File: src/logic/pdp8_pkg.sv
/* Shared PDP-8 definitions
   Word types, opcodes, operate microinstruction bits and control states */
package pdp8_pkg;

	// ==================================================
	// Machine words, bit 0 is the MSB as on the PDP-8
	// ==================================================
	localparam int WORD_W    = 12;
	localparam int MEM_DEPTH = 4096;             // Full 12-bit address space

	typedef logic [0:WORD_W-1] word_t;           // AC, MB, IR
	typedef logic [0:WORD_W-1] addr_t;
	typedef logic [0:4]        page_t;           // Address bits 0..4
	typedef logic [0:6]        offset_t;         // Address bits 5..11

	typedef enum logic [2:0] {
		OP_AND, OP_TAD, OP_ISZ, OP_DCA,
		OP_JMS, OP_JMP, OP_IOT, OP_OPR
	} opcode_e;

	// Memory reference bits
	localparam int BIT_IND  = 3;                 // Indirect
	localparam int BIT_PAGE = 4;                 // Current page, else page zero

	// ==================================================
	// Operate microinstruction bits
	// ==================================================
	localparam int OPR_GRP_BIT = 3;              // 0 selects group 1
	localparam int OPR_G3_BIT  = 11;             // Group 3 when set with bit 3

	localparam int G1_CLA   = 4;
	localparam int G1_CLL   = 5;
	localparam int G1_CMA   = 6;
	localparam int G1_CML   = 7;
	localparam int G1_RAR   = 8;
	localparam int G1_RAL   = 9;
	localparam int G1_TWICE = 10;                // RTR / RTL
	localparam int G1_IAC   = 11;

	localparam int G2_CLA = 4;
	localparam int G2_SMA = 5;                   // SPA with REV
	localparam int G2_SZA = 6;                   // SNA with REV
	localparam int G2_SNL = 7;                   // SZL with REV
	localparam int G2_REV = 8;                   // AND subgroup
	localparam int G2_OSR = 9;
	localparam int G2_HLT = 10;

	// Auto-index words on page zero
	localparam addr_t AUTOINDEX_LO = 12'o0010;
	localparam addr_t AUTOINDEX_HI = 12'o0017;

	typedef enum logic [2:0] {
		S_IDLE, S_FETCH, S_DECODE, S_DEFER,
		S_INDEX_WR, S_EXEC_RD, S_EXEC_WR, S_HALT
	} state_e;

endpackage
File: src/logic/pdp8_operate.sv
`timescale 1ns/1ps
/* Operate microinstruction unit
   Group 1 clear, complement, increment, rotate; group 2 skips, OSR, HLT */
module pdp8_operate import pdp8_pkg::*; (
	input  word_t i_instr,
	input  word_t i_ac,
	input  logic  i_link,
	input  word_t i_sr,                          // Front panel switches
	output word_t o_ac,
	output logic  o_link,
	output logic  o_skip,
	output logic  o_halt
);

	word_t       ac;
	logic        link;
	logic [0:12] inc;                            // Carry in bit 0
	logic        cond;                           // OR of SMA, SZA, SNL

	always_comb begin
		ac     = i_ac;
		link   = i_link;
		inc    = '0;
		cond   = 1'b0;
		o_skip = 1'b0;
		o_halt = 1'b0;

		// ==================================================
		// Group 1, fixed sequence
		// ==================================================
		if (!i_instr[OPR_GRP_BIT]) begin
			if (i_instr[G1_CLA])
				ac = '0;                         // Step 1
			if (i_instr[G1_CLL])
				link = 1'b0;
			if (i_instr[G1_CMA])
				ac = ~ac;                        // Step 2
			if (i_instr[G1_CML])
				link = ~link;
			if (i_instr[G1_IAC]) begin           // Step 3
				inc  = {1'b0, ac} + 13'd1;
				ac   = inc[1:12];
				link = link ^ inc[0];            // Carry flips the link
			end
			// Step 4, rotate 13-bit link:AC once or twice
			for (int n = 0; n < 2; n++) begin
				if (n == 0 || i_instr[G1_TWICE]) begin
					if (i_instr[G1_RAR])
						{ac, link} = {link, ac};
					else if (i_instr[G1_RAL])
						{link, ac} = {ac, link};
				end
			end
		end

		// ==================================================
		// Group 2
		// ==================================================
		else if (!i_instr[OPR_G3_BIT]) begin
			// Conditions sampled before CLA
			cond = (i_instr[G2_SMA] && ac[0])
				|| (i_instr[G2_SZA] && (ac == '0))
				|| (i_instr[G2_SNL] && link);
			// AND subgroup skips when none of the direct tests hold
			// No bits selected there means SKP
			o_skip = cond ^ i_instr[G2_REV];
			if (i_instr[G2_CLA])
				ac = '0;
			if (i_instr[G2_OSR])
				ac = ac | i_sr;
			o_halt = i_instr[G2_HLT];
		end

		// Group 3 without MQ leaves AC and link as they are
	end

	assign o_ac   = ac;
	assign o_link = link;

endmodule

File: config.mk
export PLATFORM = sky130hd
export DESIGN_NAME = pdp8_operate
export DESIGN_NICKNAME = d
export VERILOG_FILES = /design/src/logic/pdp8_pkg.sv /design/src/logic/pdp8_operate.sv
export SDC_FILE = /design/constraint.sdc
export NUM_CORES = 1
export LEC_CHECK = 0
export ABC_CLOCK_PERIOD_IN_PS = 2800
export BUFFER_PORTS_ARGS = -buffer_cell sky130_fd_sc_hd__buf_4
export CAP_MARGIN = 20
export CELL_PAD_IN_SITES_DETAIL_PLACEMENT = 0
export CELL_PAD_IN_SITES_GLOBAL_PLACEMENT = 1
export CORE_UTILIZATION = 33
export DETAILED_ROUTE_END_ITERATION = 6
export PLACE_DENSITY_LB_ADDON = 0.1
export RECOVER_POWER = 50
export SETUP_SLACK_MARGIN = 0.5
export SLEW_MARGIN = 10
export SYNTH_ARGS = -nofsm -noshare
export SYNTH_HDL_FRONTEND = slang
export SYNTH_SLANG_ARGS = --single-unit
export TNS_END_PERCENT = 1
File: constraint.sdc
create_clock -name vclk -period 2.8
set_input_delay 0.28 -clock vclk [all_inputs]
set_output_delay 0.28 -clock vclk [all_outputs]
set_load 0.05 [all_outputs]
==> impl_metrics.tcl <==
set metrics [dict create \
    fin_hold_ws_ps 1036 \
    vias 2096 \
    drt_iter0_drc 234 \
    min_period_ps 2831 \
    worstPathCellList "buf_8, nand2b_4, xnor2_4, ha_2, nand2_2, or4_4, or3_4, and2_4, a221oi_2, o21ai_2, buf_6" \
    synth_top_area_share_pct 10.80 \
    synth_top_cells_by_count "30 x nand2_1, 19 x nor2_1, 19 x xnor2_1" \
    powerDensity_nw_per_um2 250.2 \
    grt_pass1_wl_mm 9.597 \
    crit_path_max_fanout 5 \
    seq_cells 0 \
    worst_slew_pin_slew_ps 719.1 \
    hpwl_mm 4.459 \
    hold_end "o_link" \
    fp.dieArea_um2 4948 \
    dieWidth_um 70.35 \
    antenna_cells 0 \
    initial_core_util_pct 34.92 \
    min_from "i_link" \
    period_share_pct 101.1 \
    max_freq_mhz 353.2 \
    critical_path_required_ps 2520 \
    max_cap_violations 0 \
    yosysMostFrequentCell "nand2_1" \
    whs_path_depth 5 \
    antenna_left 0 \
    drcViolationCount 0 \
    hold_buffers 0 \
    final.setup.tns_ps -47.94 \
    yosys-top-cells-area "xnor2_1 11%, nand2_1 7.3%, o21ai_0 5.5%" \
    multiInputGateArea_um2 1618 \
    layout.filler_cells 447 \
    yosys.area.top_type "xnor2_1" \
    syn_avg_cell_area_um2 6.166 \
    grt_max_degree 34 \
    setup_viol 2 \
    maxSlewViolCount 0 \
    nets 351 \
    fin_ws_ps -31.36 \
    cp.arrival_ps 2550 \
    yosys_warnings 0 \
    yosysSeqAreaShare_pct 0 \
    power.leakage_nw 0.9487 \
    drive_gt1_share_pct 37.30 \
    yosysUniqueCellTypes 51 \
    hold_viol_final 0 \
    port_buffers 49 \
    crit_path_top_delay_cell "or4_4" \
    core_um2 4414 \
    power_uw 590.4 \
    io_pins 52 \
    vdd_drop_max_uv 90.02 \
    rsz0062_at_grt "yes" \
    syn_to_final_growth_pct 53.08 \
    synthCells 250 \
    synth_nets 288 \
    drt-vias-per-instance 5.774 \
    antenna_found_initial 0 \
    die_h_um 70.35 \
    clock_buffers 0 \
    grt_remaining_overflow 0 \
    violations "negative setup slack" \
    grt.total_usage_pct 23.50 \
    grt_pass1_vias 1961 \
    slew_headroom_pct 51.88 \
    status "finished, violations left" \
    crit_path_start_kind "input pin" \
    crit_type "input pin to primary output" \
    max_stage_delay_ps 550 \
    routed_wl_mm 5.823 \
    mappedNetlistArea_um2 1541 \
    wl_per_cell_um 16.04 \
    worstSetupEndpointType "primary output" \
    hp-class "input pin to primary output" \
    seq_area_um2 0 \
    drt_first_pass_iters 5 \
    rows 24 \
    gp_congestion 0.8826 \
]
how the worst max path moves through the flow:
stage                     from      end
floorplan           i_instr[7]  o_ac[8]
global placement    i_instr[7]   o_link
detailed placement  i_instr[7]   o_link
CTS                 i_instr[7]   o_link
global route        i_instr[7]  o_ac[0]
finish              i_instr[7]   o_link
timing repair:
action	in CTS	in global routing
gates resized for setup	14	14
setup endpoints to repair	13	13
buffers inserted	5	0
pin swaps	12	7
per-layer routing:
layer | GRT usage (%) | vias to the layer above | part of all wire [%]
met3 | 0.8658 | 5 | 4.6
met2 | 38.84 | 67 | 47
met5 | 0 | - | 0
li1 | - | 1064 | -
met1 | 34.02 | 960 | 47
met4 | 3.778 | 0 | 1.2
layout by cell type (no fill, tap or decap), drive strengths merged, types with 3 or more instances in the layout:
master   n
a211oi   7
a21oi   16
a221oi   6
a22o     4
a22oi    8
a31oi    3
a32o     3
a32oi    4
and2     7
and3     3
buf     80
inv      5
nand2   30
nand2b  12
nand3    7
nor2    19
nor2b    9
nor3     4
nor4     5
o211ai   6
o21ai   19
o21bai   3
or3      3
xnor2   19
xor2     3
cells by family (layout without fill, tap and decap cells):
| family | after synthesis | in the layout | synth area share (%) |
|---|---|---|---|
| buf+inv | 26 | 87 | 6.817 |
| xor+xnor | 22 | 22 | 12.50 |
| mux | 2 | 2 | 1.380 |
| compound gates | 95 | 95 | 44.08 |
| fa+ha+maj | 1 | 1 | 0.8116 |
| simple gates | 104 | 104 | 34.42 |
metrics by stage:
step / worst slack [ps] / utilization [%] / instance area, um^2 / instances
finish: -31.36 / 53.46 / 2360 / 363
CTS: -82.56 / 51.98 / 2295 / 363
floorplan: -187.3 / - / 1647 / 250
global route: -135.3 / 53.46 / 2360 / 363
global placement: -129.3 / 49.74 / 2196 / 358
detailed placement: -138.4 / 49.74 / 2196 / 358
area by class of cell:
cell class                      instances  share of cell area [%]
Multi-Input combinational cell        224                   68.56
Timing Repair Buffer                   82                   27.89
Tap cell                               52                   2.757
Inverter                                5                  0.7953
worst max-delay path: cells and delay by family:
| kind | cells | cell delay (ps) |
|---|---|---|
| XOR/XNOR | 1 | 140 |
| adder cells (fa/ha/maj) | 1 | 190 |
| AO/OA/AOI/OAI | 2 | 360 |
| buffers and inverters | 2 | 260 |
| AND/OR/NAND/NOR | 5 | 1320 |
where the power goes:
| group | switching [mW] | internal, mW | total (mW) | leakage, nW |
|---|---|---|---|---|
| sequential | 0 | 0 | 0 | 0 |
| clock | 0 | 0 | 0 | 0 |
| combinational | 0.337 | 0.253 | 0.590 | 0.949 |
| total | 0.337 | 0.253 | 0.590 | 0.949 |
No activity file was read; power rests on OpenSTA's default activity.
