==> config.mk <==
export PLATFORM = sky130hd
export DESIGN_NAME = pdp8_control_flat
export DESIGN_NICKNAME = d
export VERILOG_FILES = /design/src/logic/pdp8_pkg.sv /design/src/logic/pdp8_mem_if.sv /design/src/logic/pdp8_control.sv /design/src/flat_wrapper.sv
export SDC_FILE = /design/constraint.sdc
export NUM_CORES = 1
export LEC_CHECK = 0
export BUFFER_PORTS_ARGS = -buffer_cell sky130_fd_sc_hd__buf_2
export CAP_MARGIN = 20
export CORE_MARGIN = 2
export CORE_UTILIZATION = 31
export CTS_CLUSTER_SIZE = 25
export DETAILED_ROUTE_END_ITERATION = 8
export GPL_TIMING_DRIVEN = 0
export MAX_ROUTING_LAYER = met4
export RECOVER_POWER = 50
export SETUP_SLACK_MARGIN = 0.5
export SYNTH_ARGS = -nofsm -noshare
export SYNTH_HDL_FRONTEND = slang
export SYNTH_SLANG_ARGS = --single-unit
==> constraint.sdc <==
create_clock -name i_clk -period 7.9 [get_ports i_clk]
set_input_delay 0.395 -clock i_clk [delete_from_list [all_inputs] [get_ports i_clk]]
set_output_delay 0.395 -clock i_clk [all_outputs]
set_load 0.01 [all_outputs]
==> src/logic/pdp8_pkg.sv <==
/* Shared PDP-8 definitions
   Word types, opcodes, operate microinstruction bits and control states */
package pdp8_pkg;

	// ==================================================
	// Machine words, bit 0 is the MSB as on the PDP-8
	// ==================================================
	localparam int WORD_W    = 12;
	localparam int MEM_DEPTH = 4096;             // Full 12-bit address space

	typedef logic [0:WORD_W-1] word_t;           // AC, MB, IR
	typedef logic [0:WORD_W-1] addr_t;
	typedef logic [0:4]        page_t;           // Address bits 0..4
	typedef logic [0:6]        offset_t;         // Address bits 5..11

	typedef enum logic [2:0] {
		OP_AND, OP_TAD, OP_ISZ, OP_DCA,
		OP_JMS, OP_JMP, OP_IOT, OP_OPR
	} opcode_e;

	// Memory reference bits
	localparam int BIT_IND  = 3;                 // Indirect
	localparam int BIT_PAGE = 4;                 // Current page, else page zero

	// ==================================================
	// Operate microinstruction bits
	// ==================================================
	localparam int OPR_GRP_BIT = 3;              // 0 selects group 1
	localparam int OPR_G3_BIT  = 11;             // Group 3 when set with bit 3

	localparam int G1_CLA   = 4;
	localparam int G1_CLL   = 5;
	localparam int G1_CMA   = 6;
	localparam int G1_CML   = 7;
	localparam int G1_RAR   = 8;
	localparam int G1_RAL   = 9;
	localparam int G1_TWICE = 10;                // RTR / RTL
	localparam int G1_IAC   = 11;

	localparam int G2_CLA = 4;
	localparam int G2_SMA = 5;                   // SPA with REV
	localparam int G2_SZA = 6;                   // SNA with REV
	localparam int G2_SNL = 7;                   // SZL with REV
	localparam int G2_REV = 8;                   // AND subgroup
	localparam int G2_OSR = 9;
	localparam int G2_HLT = 10;

	// Auto-index words on page zero
	localparam addr_t AUTOINDEX_LO = 12'o0010;
	localparam addr_t AUTOINDEX_HI = 12'o0017;

	typedef enum logic [2:0] {
		S_IDLE, S_FETCH, S_DECODE, S_DEFER,
		S_INDEX_WR, S_EXEC_RD, S_EXEC_WR, S_HALT
	} state_e;

endpackage
==> src/logic/pdp8_mem_if.sv <==
`timescale 1ns/1ps
/* Memory bus between control FSM and main memory */
interface pdp8_mem_if import pdp8_pkg::*; ();

	addr_t addr;                                 // Read or write address
	word_t wdata;
	logic  we;                                   // Write at this edge
	word_t rdata;                                // Word from previous cycle's address
	logic  active;                               // Core owns the memory

	// Control side
	modport core (
		output addr, wdata, we, active,
		input  rdata
	);

	// Memory side
	modport mem (
		input  addr, wdata, we, active,
		output rdata
	);

endinterface

==> src/logic/pdp8_control.sv <==
`timescale 1ns/1ps
/* PDP-8 instruction FSM
   PC, IR, AC, link, effective address with defer and auto-index */
module pdp8_control import pdp8_pkg::*; #(
	parameter addr_t START_PC = 12'o0200
) (
	input  logic  i_clk,
	input  logic  i_rst_n,
	input  logic  i_start,                       // Run strobe
	output word_t o_instr,                       // To operate unit
	output word_t o_ac,
	output logic  o_link,
	input  word_t i_opr_ac,
	input  logic  i_opr_link,
	input  logic  i_opr_skip,
	input  logic  i_opr_halt,
	output addr_t o_pc,
	output logic  o_running,
	output logic  o_halted,
	pdp8_mem_if.core mem
);

	state_e state_q;
	addr_t  pc_q;
	word_t  ir_q;
	word_t  ac_q;
	logic   link_q;
	addr_t  ea_q;                                // Pointer, then operand address
	word_t  md_q;                                // ISZ result
	logic   autoidx_q;

	word_t       instr;
	opcode_e     op;
	addr_t       instr_pc;
	page_t       cur_page;
	offset_t     offset;
	addr_t       ea_direct;
	logic        autoidx_now;
	logic        dispatch;                       // Operand address known this cycle
	addr_t       ea_now;
	word_t       ptr_inc;
	logic [0:12] sum_tad;

	// ==================================================
	// Decode and address calculation
	// ==================================================
	assign instr    = (state_q == S_DECODE) ? mem.rdata : ir_q;  // Word arrives in DECODE
	assign op       = opcode_e'(instr[0:2]);
	assign instr_pc = pc_q - 12'd1;              // PC already advanced
	assign cur_page = instr_pc[0:4];
	assign offset   = instr[5:11];
	assign ea_direct = instr[BIT_PAGE] ? {cur_page, offset} : {page_t'(0), offset};
	assign autoidx_now = instr[BIT_IND] && !instr[BIT_PAGE]
		&& (ea_direct >= AUTOINDEX_LO) && (ea_direct <= AUTOINDEX_HI);
	assign ptr_inc  = mem.rdata + 12'd1;
	assign sum_tad  = {link_q, ac_q} + {1'b0, mem.rdata};

	always_comb begin
		dispatch = 1'b0;
		ea_now   = ea_direct;
		case (state_q)
			S_DECODE:
				dispatch = (op != OP_IOT) && (op != OP_OPR) && !instr[BIT_IND];
			S_DEFER: begin
				dispatch = !autoidx_q;
				ea_now   = mem.rdata;            // Pointer contents
			end
			S_INDEX_WR: begin
				dispatch = 1'b1;
				ea_now   = ea_q;                 // Incremented pointer
			end
			default: ea_now = ea_q;
		endcase
	end

	// Memory port per state
	always_comb begin
		mem.addr  = ea_now;
		mem.we    = 1'b0;
		mem.wdata = ac_q;
		case (state_q)
			S_FETCH: mem.addr = pc_q;
			S_DEFER: begin
				if (autoidx_q) begin             // Write back pointer + 1
					mem.addr  = ea_q;
					mem.we    = 1'b1;
					mem.wdata = ptr_inc;
				end
			end
			S_EXEC_WR: begin
				mem.addr = ea_q;
				mem.we   = 1'b1;
				case (op)
					OP_ISZ:  mem.wdata = md_q;
					OP_JMS:  mem.wdata = pc_q;   // Return address
					default: mem.wdata = ac_q;   // DCA
				endcase
			end
			default: ;
		endcase
	end

	// ==================================================
	// State and registers
	// ==================================================
	always_ff @(posedge i_clk) begin
		if (!i_rst_n) begin
			state_q <= S_IDLE;
			pc_q    <= '0;
			ac_q    <= '0;
			link_q  <= 1'b0;
		end else begin
			case (state_q)
				S_IDLE, S_HALT: begin
					if (i_start) begin
						pc_q    <= START_PC;
						ac_q    <= '0;
						link_q  <= 1'b0;
						state_q <= S_FETCH;
					end
				end
				S_FETCH: begin
					pc_q    <= pc_q + 12'd1;
					state_q <= S_DECODE;
				end
				S_DECODE: begin
					ir_q      <= mem.rdata;
					ea_q      <= ea_direct;
					autoidx_q <= autoidx_now;
					if (op == OP_OPR) begin
						ac_q   <= i_opr_ac;
						link_q <= i_opr_link;
						if (i_opr_skip)
							pc_q <= pc_q + 12'd1;
						state_q <= i_opr_halt ? S_HALT : S_FETCH;
					end else if (instr[BIT_IND] && (op != OP_IOT)) begin
						state_q <= S_DEFER;
					end else begin
						state_q <= S_FETCH;      // IOT, direct MRIs go via dispatch
					end
				end
				S_DEFER: begin
					if (autoidx_q) begin
						ea_q    <= ptr_inc;
						state_q <= S_INDEX_WR;
					end
				end
				S_EXEC_RD: begin
					state_q <= S_FETCH;
					case (op)
						OP_AND: ac_q <= ac_q & mem.rdata;
						OP_TAD: {link_q, ac_q} <= sum_tad;
						default: begin           // ISZ
							md_q    <= ptr_inc;
							state_q <= S_EXEC_WR;
						end
					endcase
				end
				S_EXEC_WR: begin
					state_q <= S_FETCH;
					case (op)
						OP_ISZ: if (md_q == '0) pc_q <= pc_q + 12'd1;
						OP_DCA: ac_q <= '0;
						OP_JMS: pc_q <= ea_q + 12'd1;
						default: ;
					endcase
				end
				default: ;                       // S_INDEX_WR waits for dispatch
			endcase

			// Operand address ready, branch per opcode
			if (dispatch) begin
				ea_q <= ea_now;
				case (op)
					OP_JMP: begin
						pc_q    <= ea_now;
						state_q <= S_FETCH;
					end
					OP_DCA, OP_JMS: state_q <= S_EXEC_WR;
					default:        state_q <= S_EXEC_RD;  // Read issued this cycle
				endcase
			end
		end
	end

	assign o_running  = (state_q != S_IDLE) && (state_q != S_HALT);
	assign o_halted   = (state_q == S_HALT);
	assign mem.active = o_running;
	assign o_instr    = instr;
	assign o_ac       = ac_q;
	assign o_link     = link_q;
	assign o_pc       = pc_q;

endmodule

==> src/flat_wrapper.sv <==
// flat-port wrapper written by rule: the top's interface ports become plain ports
module pdp8_control_flat import pdp8_pkg::*;
#(
	parameter addr_t START_PC = 12'o0200
)
  (i_clk, i_rst_n, i_start, o_instr, o_ac, o_link, i_opr_ac, i_opr_link, i_opr_skip, i_opr_halt, o_pc, o_running, o_halted, mem_addr, mem_wdata, mem_we, mem_active, mem_rdata);
  pdp8_mem_if mem_i ();
  input  logic i_clk;
  input  logic i_rst_n;
  input  logic i_start;
  output word_t o_instr;
  output word_t o_ac;
  output logic o_link;
  input  word_t i_opr_ac;
  input  logic i_opr_link;
  input  logic i_opr_skip;
  input  logic i_opr_halt;
  output addr_t o_pc;
  output logic o_running;
  output logic o_halted;
  output wire logic [$bits(mem_i.addr)-1:0] mem_addr;
  output wire logic [$bits(mem_i.wdata)-1:0] mem_wdata;
  output wire logic [$bits(mem_i.we)-1:0] mem_we;
  output wire logic [$bits(mem_i.active)-1:0] mem_active;
  input wire logic [$bits(mem_i.rdata)-1:0] mem_rdata;
  assign mem_addr = mem_i.addr;
  assign mem_wdata = mem_i.wdata;
  assign mem_we = mem_i.we;
  assign mem_active = mem_i.active;
  assign mem_i.rdata = mem_rdata;
  pdp8_control #(.START_PC(START_PC)) u_core (.i_clk(i_clk), .i_rst_n(i_rst_n), .i_start(i_start), .o_instr(o_instr), .o_ac(o_ac), .o_link(o_link), .i_opr_ac(i_opr_ac), .i_opr_link(i_opr_link), .i_opr_skip(i_opr_skip), .i_opr_halt(i_opr_halt), .o_pc(o_pc), .o_running(o_running), .o_halted(o_halted), .mem(mem_i));
endmodule
==> results.yml, run 1 <==
floorplanning:
  die_w_um: 135.3
  fp-row-count: 48
  dieArea_mm2: 0.01831
  design.portCount: 95
  die_y_um: 135.3
  initial_core_util_pct: 31.35
  core_mm2: 0.01706
finish:
  fill_cells: 1850
  layout_common_cells: "nand2_1, clkbuf_1, buf_2"
  fin_nets: 810
  diodes: 0
  layout_commonest_cell: "nand2_1"
  syn_to_final_growth_pct: 19.35
  layout-drive-gt1-share_pct: 13.69
  design_area_mm2: 0.006381
worst_setup_path:
  r2r_start: "u_core.state_q[1]"
  crit_chain: "clkbuf_1 > nor3b_1 > clkbuf_1 > mux2_1 > nor2_1 > o21ai_0 > clkbuf_1 > a222oi_1 > o21ai_0 > buf_2"
  cp.required_ns: 7.51
  critPathBufInv: 4
  crit_top_cell: "clkbuf_1"
  start_kind: "flip-flop"
  max_stage_delay_ns: 0.46
  cp-startpoint: "u_core.state_q[1]"
  cp.arrival_ns: 3.44
  path_class: "flip-flop to output pin"
  crit_slowest_cell: "mux2_1"
  crit_family: "buffers and inverters"
  cp-end-kind: "output pin"
  crit_fanout: 10
sta:
  relSlewSlack_pct: 28.25
  fin_ws_ns: 4.064
  rsz0062_at_grt: "no"
  setup_viol: 0
  tightest_slew_ns: 1.076
  fin_setup_tns_ns: 0
  finalHoldViolCount: 0
  fmax_mhz: 260.7
  slew_viol_final: 0
  period_needed_ns: 3.836
  finalCritPeriodShare_pct: 48.56
  skew_ns: 0.007061
global_routing:
  grt_first_pass_wirelength_um: 31710
  grt_max_degree: 18
  grt_pass1_vias: 5496
  antenna_found_initial: 0
  track_usage_pct: 23.48
  overflow: 0
placed_design:
  hpwl_um: 15520
  placed_cell_area_mm2: 0.006110
  post-place-ws_ns: 4.681
  place.gp.congestion: 0.9066
  io_buffer_count: 94
routing:
  drtPass1Iterations: 6
  vias: 5895
  drc: 0
  postRouteAntennaNets: 0
  drt_iter0_markers: 803
  wl_um: 20810
  drt-wirelength-per-cell_um: 20.98
  viasPerCell: 5.943
power:
  ir_drop_mv: 0.1527
  seqPwrFrac_pct: 25.2
  finalPower_mw: 2.104
  p_int_mw: 1.154
  pwr_density_cell_mw_per_mm2: 329.7
  p_comb_share_pct: 54.1
  leakagePower_nw: 2.493
  clkPwrFrac_pct: 20.7
  switchingPower_mw: 0.9502
  switching_share_pct: 45.17
clocking:
  ctsHoldBuffers: 0
  clock_path_buffers: 2
  postCtsResizedCells: 0
  cts_tree: "built"
  clkTransAtPathRegs_ns: 0.05
  clock_sinks: 65
  clk_latency_ns: 0.35
  cts_buffers: 9
  htree_num_levels: 3
  root_buffer: "clkbuf_16"
  post-cts-setup-buffers: 0
synth:
  synth_seq_cells: 65
  syn_nets: 704
  synthCells: 656
  synth.avg_cell_area_um2: 8.150
  yosys_warnings: 0
  synth_async_sr_flop_share_pct: 0
  ys_seq_area_share_pct: 31.27
  synth_area_mm2: 0.005346
  ys.flop_type: "edfxtp_1"
  synth_cell_types: 67
  synth-edff-count: 37
outcome:
  outcome: "completed"
worst_hold_path:
  worst_hold_path_type: "primary input to flip-flop"
  hp-start: "i_opr_link"
run:
  drv_cap: 0
==> path summary, 6_finish.rpt <==
check	end	slack, ns	cells past startpoint
hold reg to reg	u_core.o_link	0.50	2
hold / removal	u_core.o_link	0.30	3
setup / recovery	mem_wdata[8]	4.06	10
setup reg to reg	u_core.o_pc[6]	4.84	8
==> state kept, by name, summed over array words and instances (netlist names) <==
signal,count
u_core.ea_q,12
u_core.ir_q,12
u_core.md_q,12
u_core.o_ac,12
u_core.o_pc,12
u_core.state_q,3
u_core.autoidx_q,1
u_core.o_link,1
==> routing by layer <==
metal | GRT usage (%) | part of all wire, %
met1 | 31.62 | 43
met2 | 34.86 | 45
met3 | 4.302 | 8.9
met4 | 9.433 | 3.2
met5 | - | 0
==> power by group through the flow <==
stage	registers, mW	logic (mW)	clock network [mW]
after floorplan	0.519	0.757	0
after global placement	0.533	1.12	0
after detailed placement	0.533	1.13	0
after CTS	0.526	1.14	0.438
after global routing	0.537	1.25	0.452
final	0.529	1.14	0.436
==> through the flow <==
stage / cells / hold slack [ns] / util, %
2_1_floorplan: 656 / 0.5075 / -
3_3_place_gp: 975 / 0.4884 / 35.75
3_5_place_dp: 976 / 0.5026 / 35.82
4_1_cts: 992 / 0.3079 / 37.68
5_1_grt: 992 / 0.3315 / 37.41
6_report: 992 / 0.3045 / 37.41
==> area by class of cell <==
cell class | instances | area (um^2) | share of cell area (%)
Buffer | 50 | 205.2 | 3.216
Clock inverter | 4 | 48.80 | 0.7647
Multi-Input combinational cell | 509 | 3346 | 52.43
Clock buffer | 12 | 267.8 | 4.196
Timing Repair Buffer | 95 | 440.4 | 6.902
Sequential cell | 65 | 1672 | 26.20
Inverter | 32 | 120.1 | 1.882
Tap cell | 225 | 281.5 | 4.412
==> worst min-delay path, delay by kind of cell <==
family	cells	cell delay [ns]
AND/OR/NAND/NOR	1	0.06
buffers and inverters	1	0.09
AO/OA/AOI/OAI	1	0.08
==> logic make-up after synthesis <==
| logic type | share of synthesized area, % |
|---|---|
| compound gates | 28.39 |
| mux | 3.932 |
| flops | 31.27 |
| fa+ha+maj | 4.353 |
| simple gates | 20.34 |
| buf+inv | 6.155 |
| xor+xnor | 5.570 |
==> synth_stat cells, types with 3 or more instances <==
cell | count | area, um^2
nand2_1 | 80 | 300.3
o21ai_0 | 52 | 260.3
a21oi_1 | 42 | 210.2
nor2_1 | 38 | 142.6
edfxtp_1 | 37 | 1111
clkbuf_1 | 36 | 135.1
inv_1 | 32 | 120.1
dfxtp_1 | 28 | 560.5
xnor2_1 | 23 | 201.4
nand3_1 | 20 | 100.1
a222oi_1 | 18 | 180.2
a22oi_1 | 17 | 127.6
ha_1 | 17 | 212.7
a31oi_1 | 13 | 81.33
mux2i_1 | 12 | 120.1
nand4_1 | 11 | 68.82
o21a_1 | 11 | 82.58
xor2_1 | 11 | 96.34
and3_1 | 10 | 62.56
nor3_1 | 10 | 50.05
buf_2 | 8 | 40.04
mux2_2 | 8 | 90.09
nor4_1 | 8 | 50.05
o221ai_1 | 8 | 70.07
a221o_1 | 6 | 60.06
nand2b_1 | 6 | 37.54
nor2b_1 | 6 | 37.54
or3_1 | 6 | 37.54
a211oi_1 | 5 | 37.54
and2_1 | 5 | 31.28
o211a_1 | 5 | 50.05
o211ai_1 | 5 | 37.54
a21boi_0 | 4 | 30.03
buf_1 | 4 | 15.01
nor3b_1 | 4 | 30.03
a221oi_1 | 3 | 26.28
a22o_1 | 3 | 26.28
o221a_2 | 3 | 33.78
or3b_2 | 3 | 26.28
Power figures use the tool's default switching activity.
==> run 2, diff against run 1 <==
--- a/config.mk
+++ b/config.mk
@@ -5,6 +5,7 @@
 export SDC_FILE = /design/constraint.sdc
 export NUM_CORES = 1
 export LEC_CHECK = 0
+export ABC_AREA = 1
 export BUFFER_PORTS_ARGS = -buffer_cell sky130_fd_sc_hd__buf_2
 export CAP_MARGIN = 20
 export CORE_MARGIN = 2
==> constraint.sdc (replaced) <==
create_clock -name i_clk -period 4 [get_ports i_clk]
set_input_delay 0.2 -clock i_clk [delete_from_list [all_inputs] [get_ports i_clk]]
set_output_delay 0.2 -clock i_clk [all_outputs]
set_load 0.01 [all_outputs]
==> results.yml, run 2 <==
synth:
  synth_top_cell_by_area: "edfxtp_1"
  ys_top_cells_by_count: "nand2_1, inv_1, nor2_1, nand3_1, o21ai_0"
  synth_area_leaders: "edfxtp_1, nand2_1, dfxtp_1, nand3_1, inv_1"
  synthCells: 921
  yosys.area.top_type_share_pct: 18.73
  synth_area_mm2: 0.005933
  syn_nets: 969
  ys_seq_area_share_pct: 28.17
  yosys_warnings: 0
  synth_async_sr_flop_share_pct: 0
  synth_seq_cells: 65
  synth_most_common_cell: "nand2_1"
  ys.flop_type: "edfxtp_1"
  synth_cell_types: 48
  synth-edff-count: 37
  synth.avg_cell_area_um2: 6.442
floorplanning:
  initial_core_util_pct: 31.61
  die_y_um: 142.3
  die_w_um: 142.3
  design.portCount: 95
  dieArea_mm2: 0.02026
  fp-row-count: 50
  core_mm2: 0.01877
global_routing:
  grt_first_pass_wirelength_um: 35470
  grt_max_degree: 18
  grt_pass1_vias: 6366
  overflow: 0
  antenna_found_initial: 0
  track_usage_pct: 23.85
finish:
  diodes: 0
  syn_to_final_growth_pct: 16.34
  layout_common_cells: "nand2_1, inv_1, nor2_1"
  fin_nets: 1075
  layout-drive-gt1-share_pct: 12.31
  multiInputGateArea_mm2: 0.003601
  layout_commonest_cell: "nand2_1"
  layout.cells.non_filler: 1266
  regArea_mm2: 0.001672
  fill_cells: 2110
clocking:
  clkTransAtPathRegs_ns: 0.06
  clock_path_buffers: 2
  cts_buffers: 9
  ctsHoldBuffers: 0
  clock_sinks: 65
  cts_tree: "built"
  post-cts-setup-buffers: 0
  htree_num_levels: 3
  clk_latency_ns: 0.35
  root_buffer: "clkbuf_16"
  postCtsResizedCells: 0
worst_setup_path:
  crit_top_cell: "nand2_1"
  path_class: "flip-flop to flip-flop"
  cp.required_ns: 4.07
  crit_slowest_cell: "a21oi_1"
  cp-end-kind: "flip-flop"
  start_kind: "flip-flop"
  crit_fanout: 10
  max_stage_delay_ns: 0.60
  crit_chain: "inv_1 > nand3_1 > nand2_1 > nand2_1 > a21oi_1 > nand2_1 > nand2_1 > inv_1 > buf_2 > a21oi_1 > buf_6"
  cp.arrival_ns: 3.36
sta:
  tightest_slew_ns: 1.117
  skew_ns: 0.005150
  setup_viol: 0
  finalCritPeriodShare_pct: 82.32
  relSlewSlack_pct: 25.55
  fin_setup_tns_ns: 0
  slew_viol_final: 0
  fmax_mhz: 303.7
  finalHoldViolCount: 0
  rsz0062_at_grt: "no"
  period_needed_ns: 3.293
worst_hold_path:
  worst_hold_path_type: "primary input to flip-flop"
routing:
  viasPerCell: 5.408
  vias: 6847
  drc: 0
  postRouteAntennaNets: 0
  drt_iter0_markers: 622
  drtPass1Iterations: 7
  wl_um: 23480
  drt-wirelength-per-cell_um: 18.54
placed_design:
  io_buffer_count: 94
  dp_cells: 1250
  hpwl_um: 18410
  place.gp.congestion: 0.9893
outcome:
  outcome: "completed"
power:
  pwr_density_cell_mw_per_mm2: 691.0
  leakagePower_nw: 3.108
  ir_drop_mv: 0.2573
run:
  drv_cap: 0
[run 2: changes by cell type after synthesis, sizes merged, moves of 18 or more]
cell and change:
clkbuf -25, inv +80, nor2 +62, nand3 +66, o21ai +28, a222oi -18
xnor2 -19, nand2 +180
[run 2: worst paths after layout]
| kind | startpoint | slack [ns] | endpoint | depth (start not counted) |
|---|---|---|---|---|
| min reg2reg | u_core.o_link | 0.55 | u_core.o_link | 4 |
| max reg2reg | u_core.state_q[2] | 0.71 | u_core.ea_q[9] | 11 |
| min | i_opr_ac[7] | 0.13 | u_core.o_ac[7] | 3 |
| max | u_core.state_q[2] | 0.71 | u_core.ea_q[9] | 11 |
[run 2: kinds of logic (layout without fill, tap and decap cells)]
logic type / after synthesis / after routing / synth area share [%]
AND/OR/NAND/NOR: 489 / 489 / 36.93
AO/OA/AOI/OAI: 187 / 187 / 18.16
buffers and inverters: 146 / 257 / 10.46
XOR/XNOR: 16 / 16 / 2.362
flip-flops: 65 / 65 / 28.17
adder cells (fa/ha/maj): 18 / 18 / 3.922
[run 2: area by class of cell]
class                      instances  area share, %
buffer                            31          2.610
clock buffer                      12          3.426
clock inverter                     4         0.6344
inverter                         115          6.362
multi-input combinational        710          52.17
sequential                        65          24.22
tap                              234          4.241
timing repair buffer              95          6.344
[run 2: stage by stage]
step | total power, mW | setup WS [ns] | util (%) | hold slack (ns) | area, um^2
3_5_place_dp | 3.986 | 1.084 | 35.74 | 0.4812 | 6708
6_report | 4.770 | 0.7071 | 36.78 | 0.1257 | 6903
4_1_cts | 4.795 | 1.058 | 37.23 | 0.1158 | 6988
5_1_grt | 5.104 | 0.4396 | 36.78 | 0.1351 | 6903
3_3_place_gp | 3.968 | 0.7988 | 35.68 | 0.4742 | 6696
2_1_floorplan | 3.014 | 1.563 | - | 0.3125 | 5933
[run 2: layer usage]
| layer | global-route usage (%) | wire, um | up-vias |
|---|---|---|---|
| li1 | - | - | 3312 |
| met1 | 30.96 | 10480 | 3163 |
| met2 | 37.40 | 10620 | 328 |
| met3 | 4.172 | 1766 | 44 |
| met4 | 8.702 | 604 | 0 |
| met5 | - | 0 | - |
[run 2: power breakdown]
part / switching (mW) / leakage [nW] / internal (mW) / total [mW]
clock network: 0.317 / 0.138 / 0.479 / 0.796
registers: 0.152 / 0.576 / 0.932 / 1.08
logic: 1.96 / 2.39 / 0.928 / 2.89
[run 2: critical path, delay by kind of cell, from the launching register on]
family / cells / cell delay (ns)
AOI/OAI and AO/OA: 2 / 0.86
buffers and inverters: 4 / 0.83
DFF: 1 / 0.37
and+or+nand+nor: 5 / 0.94
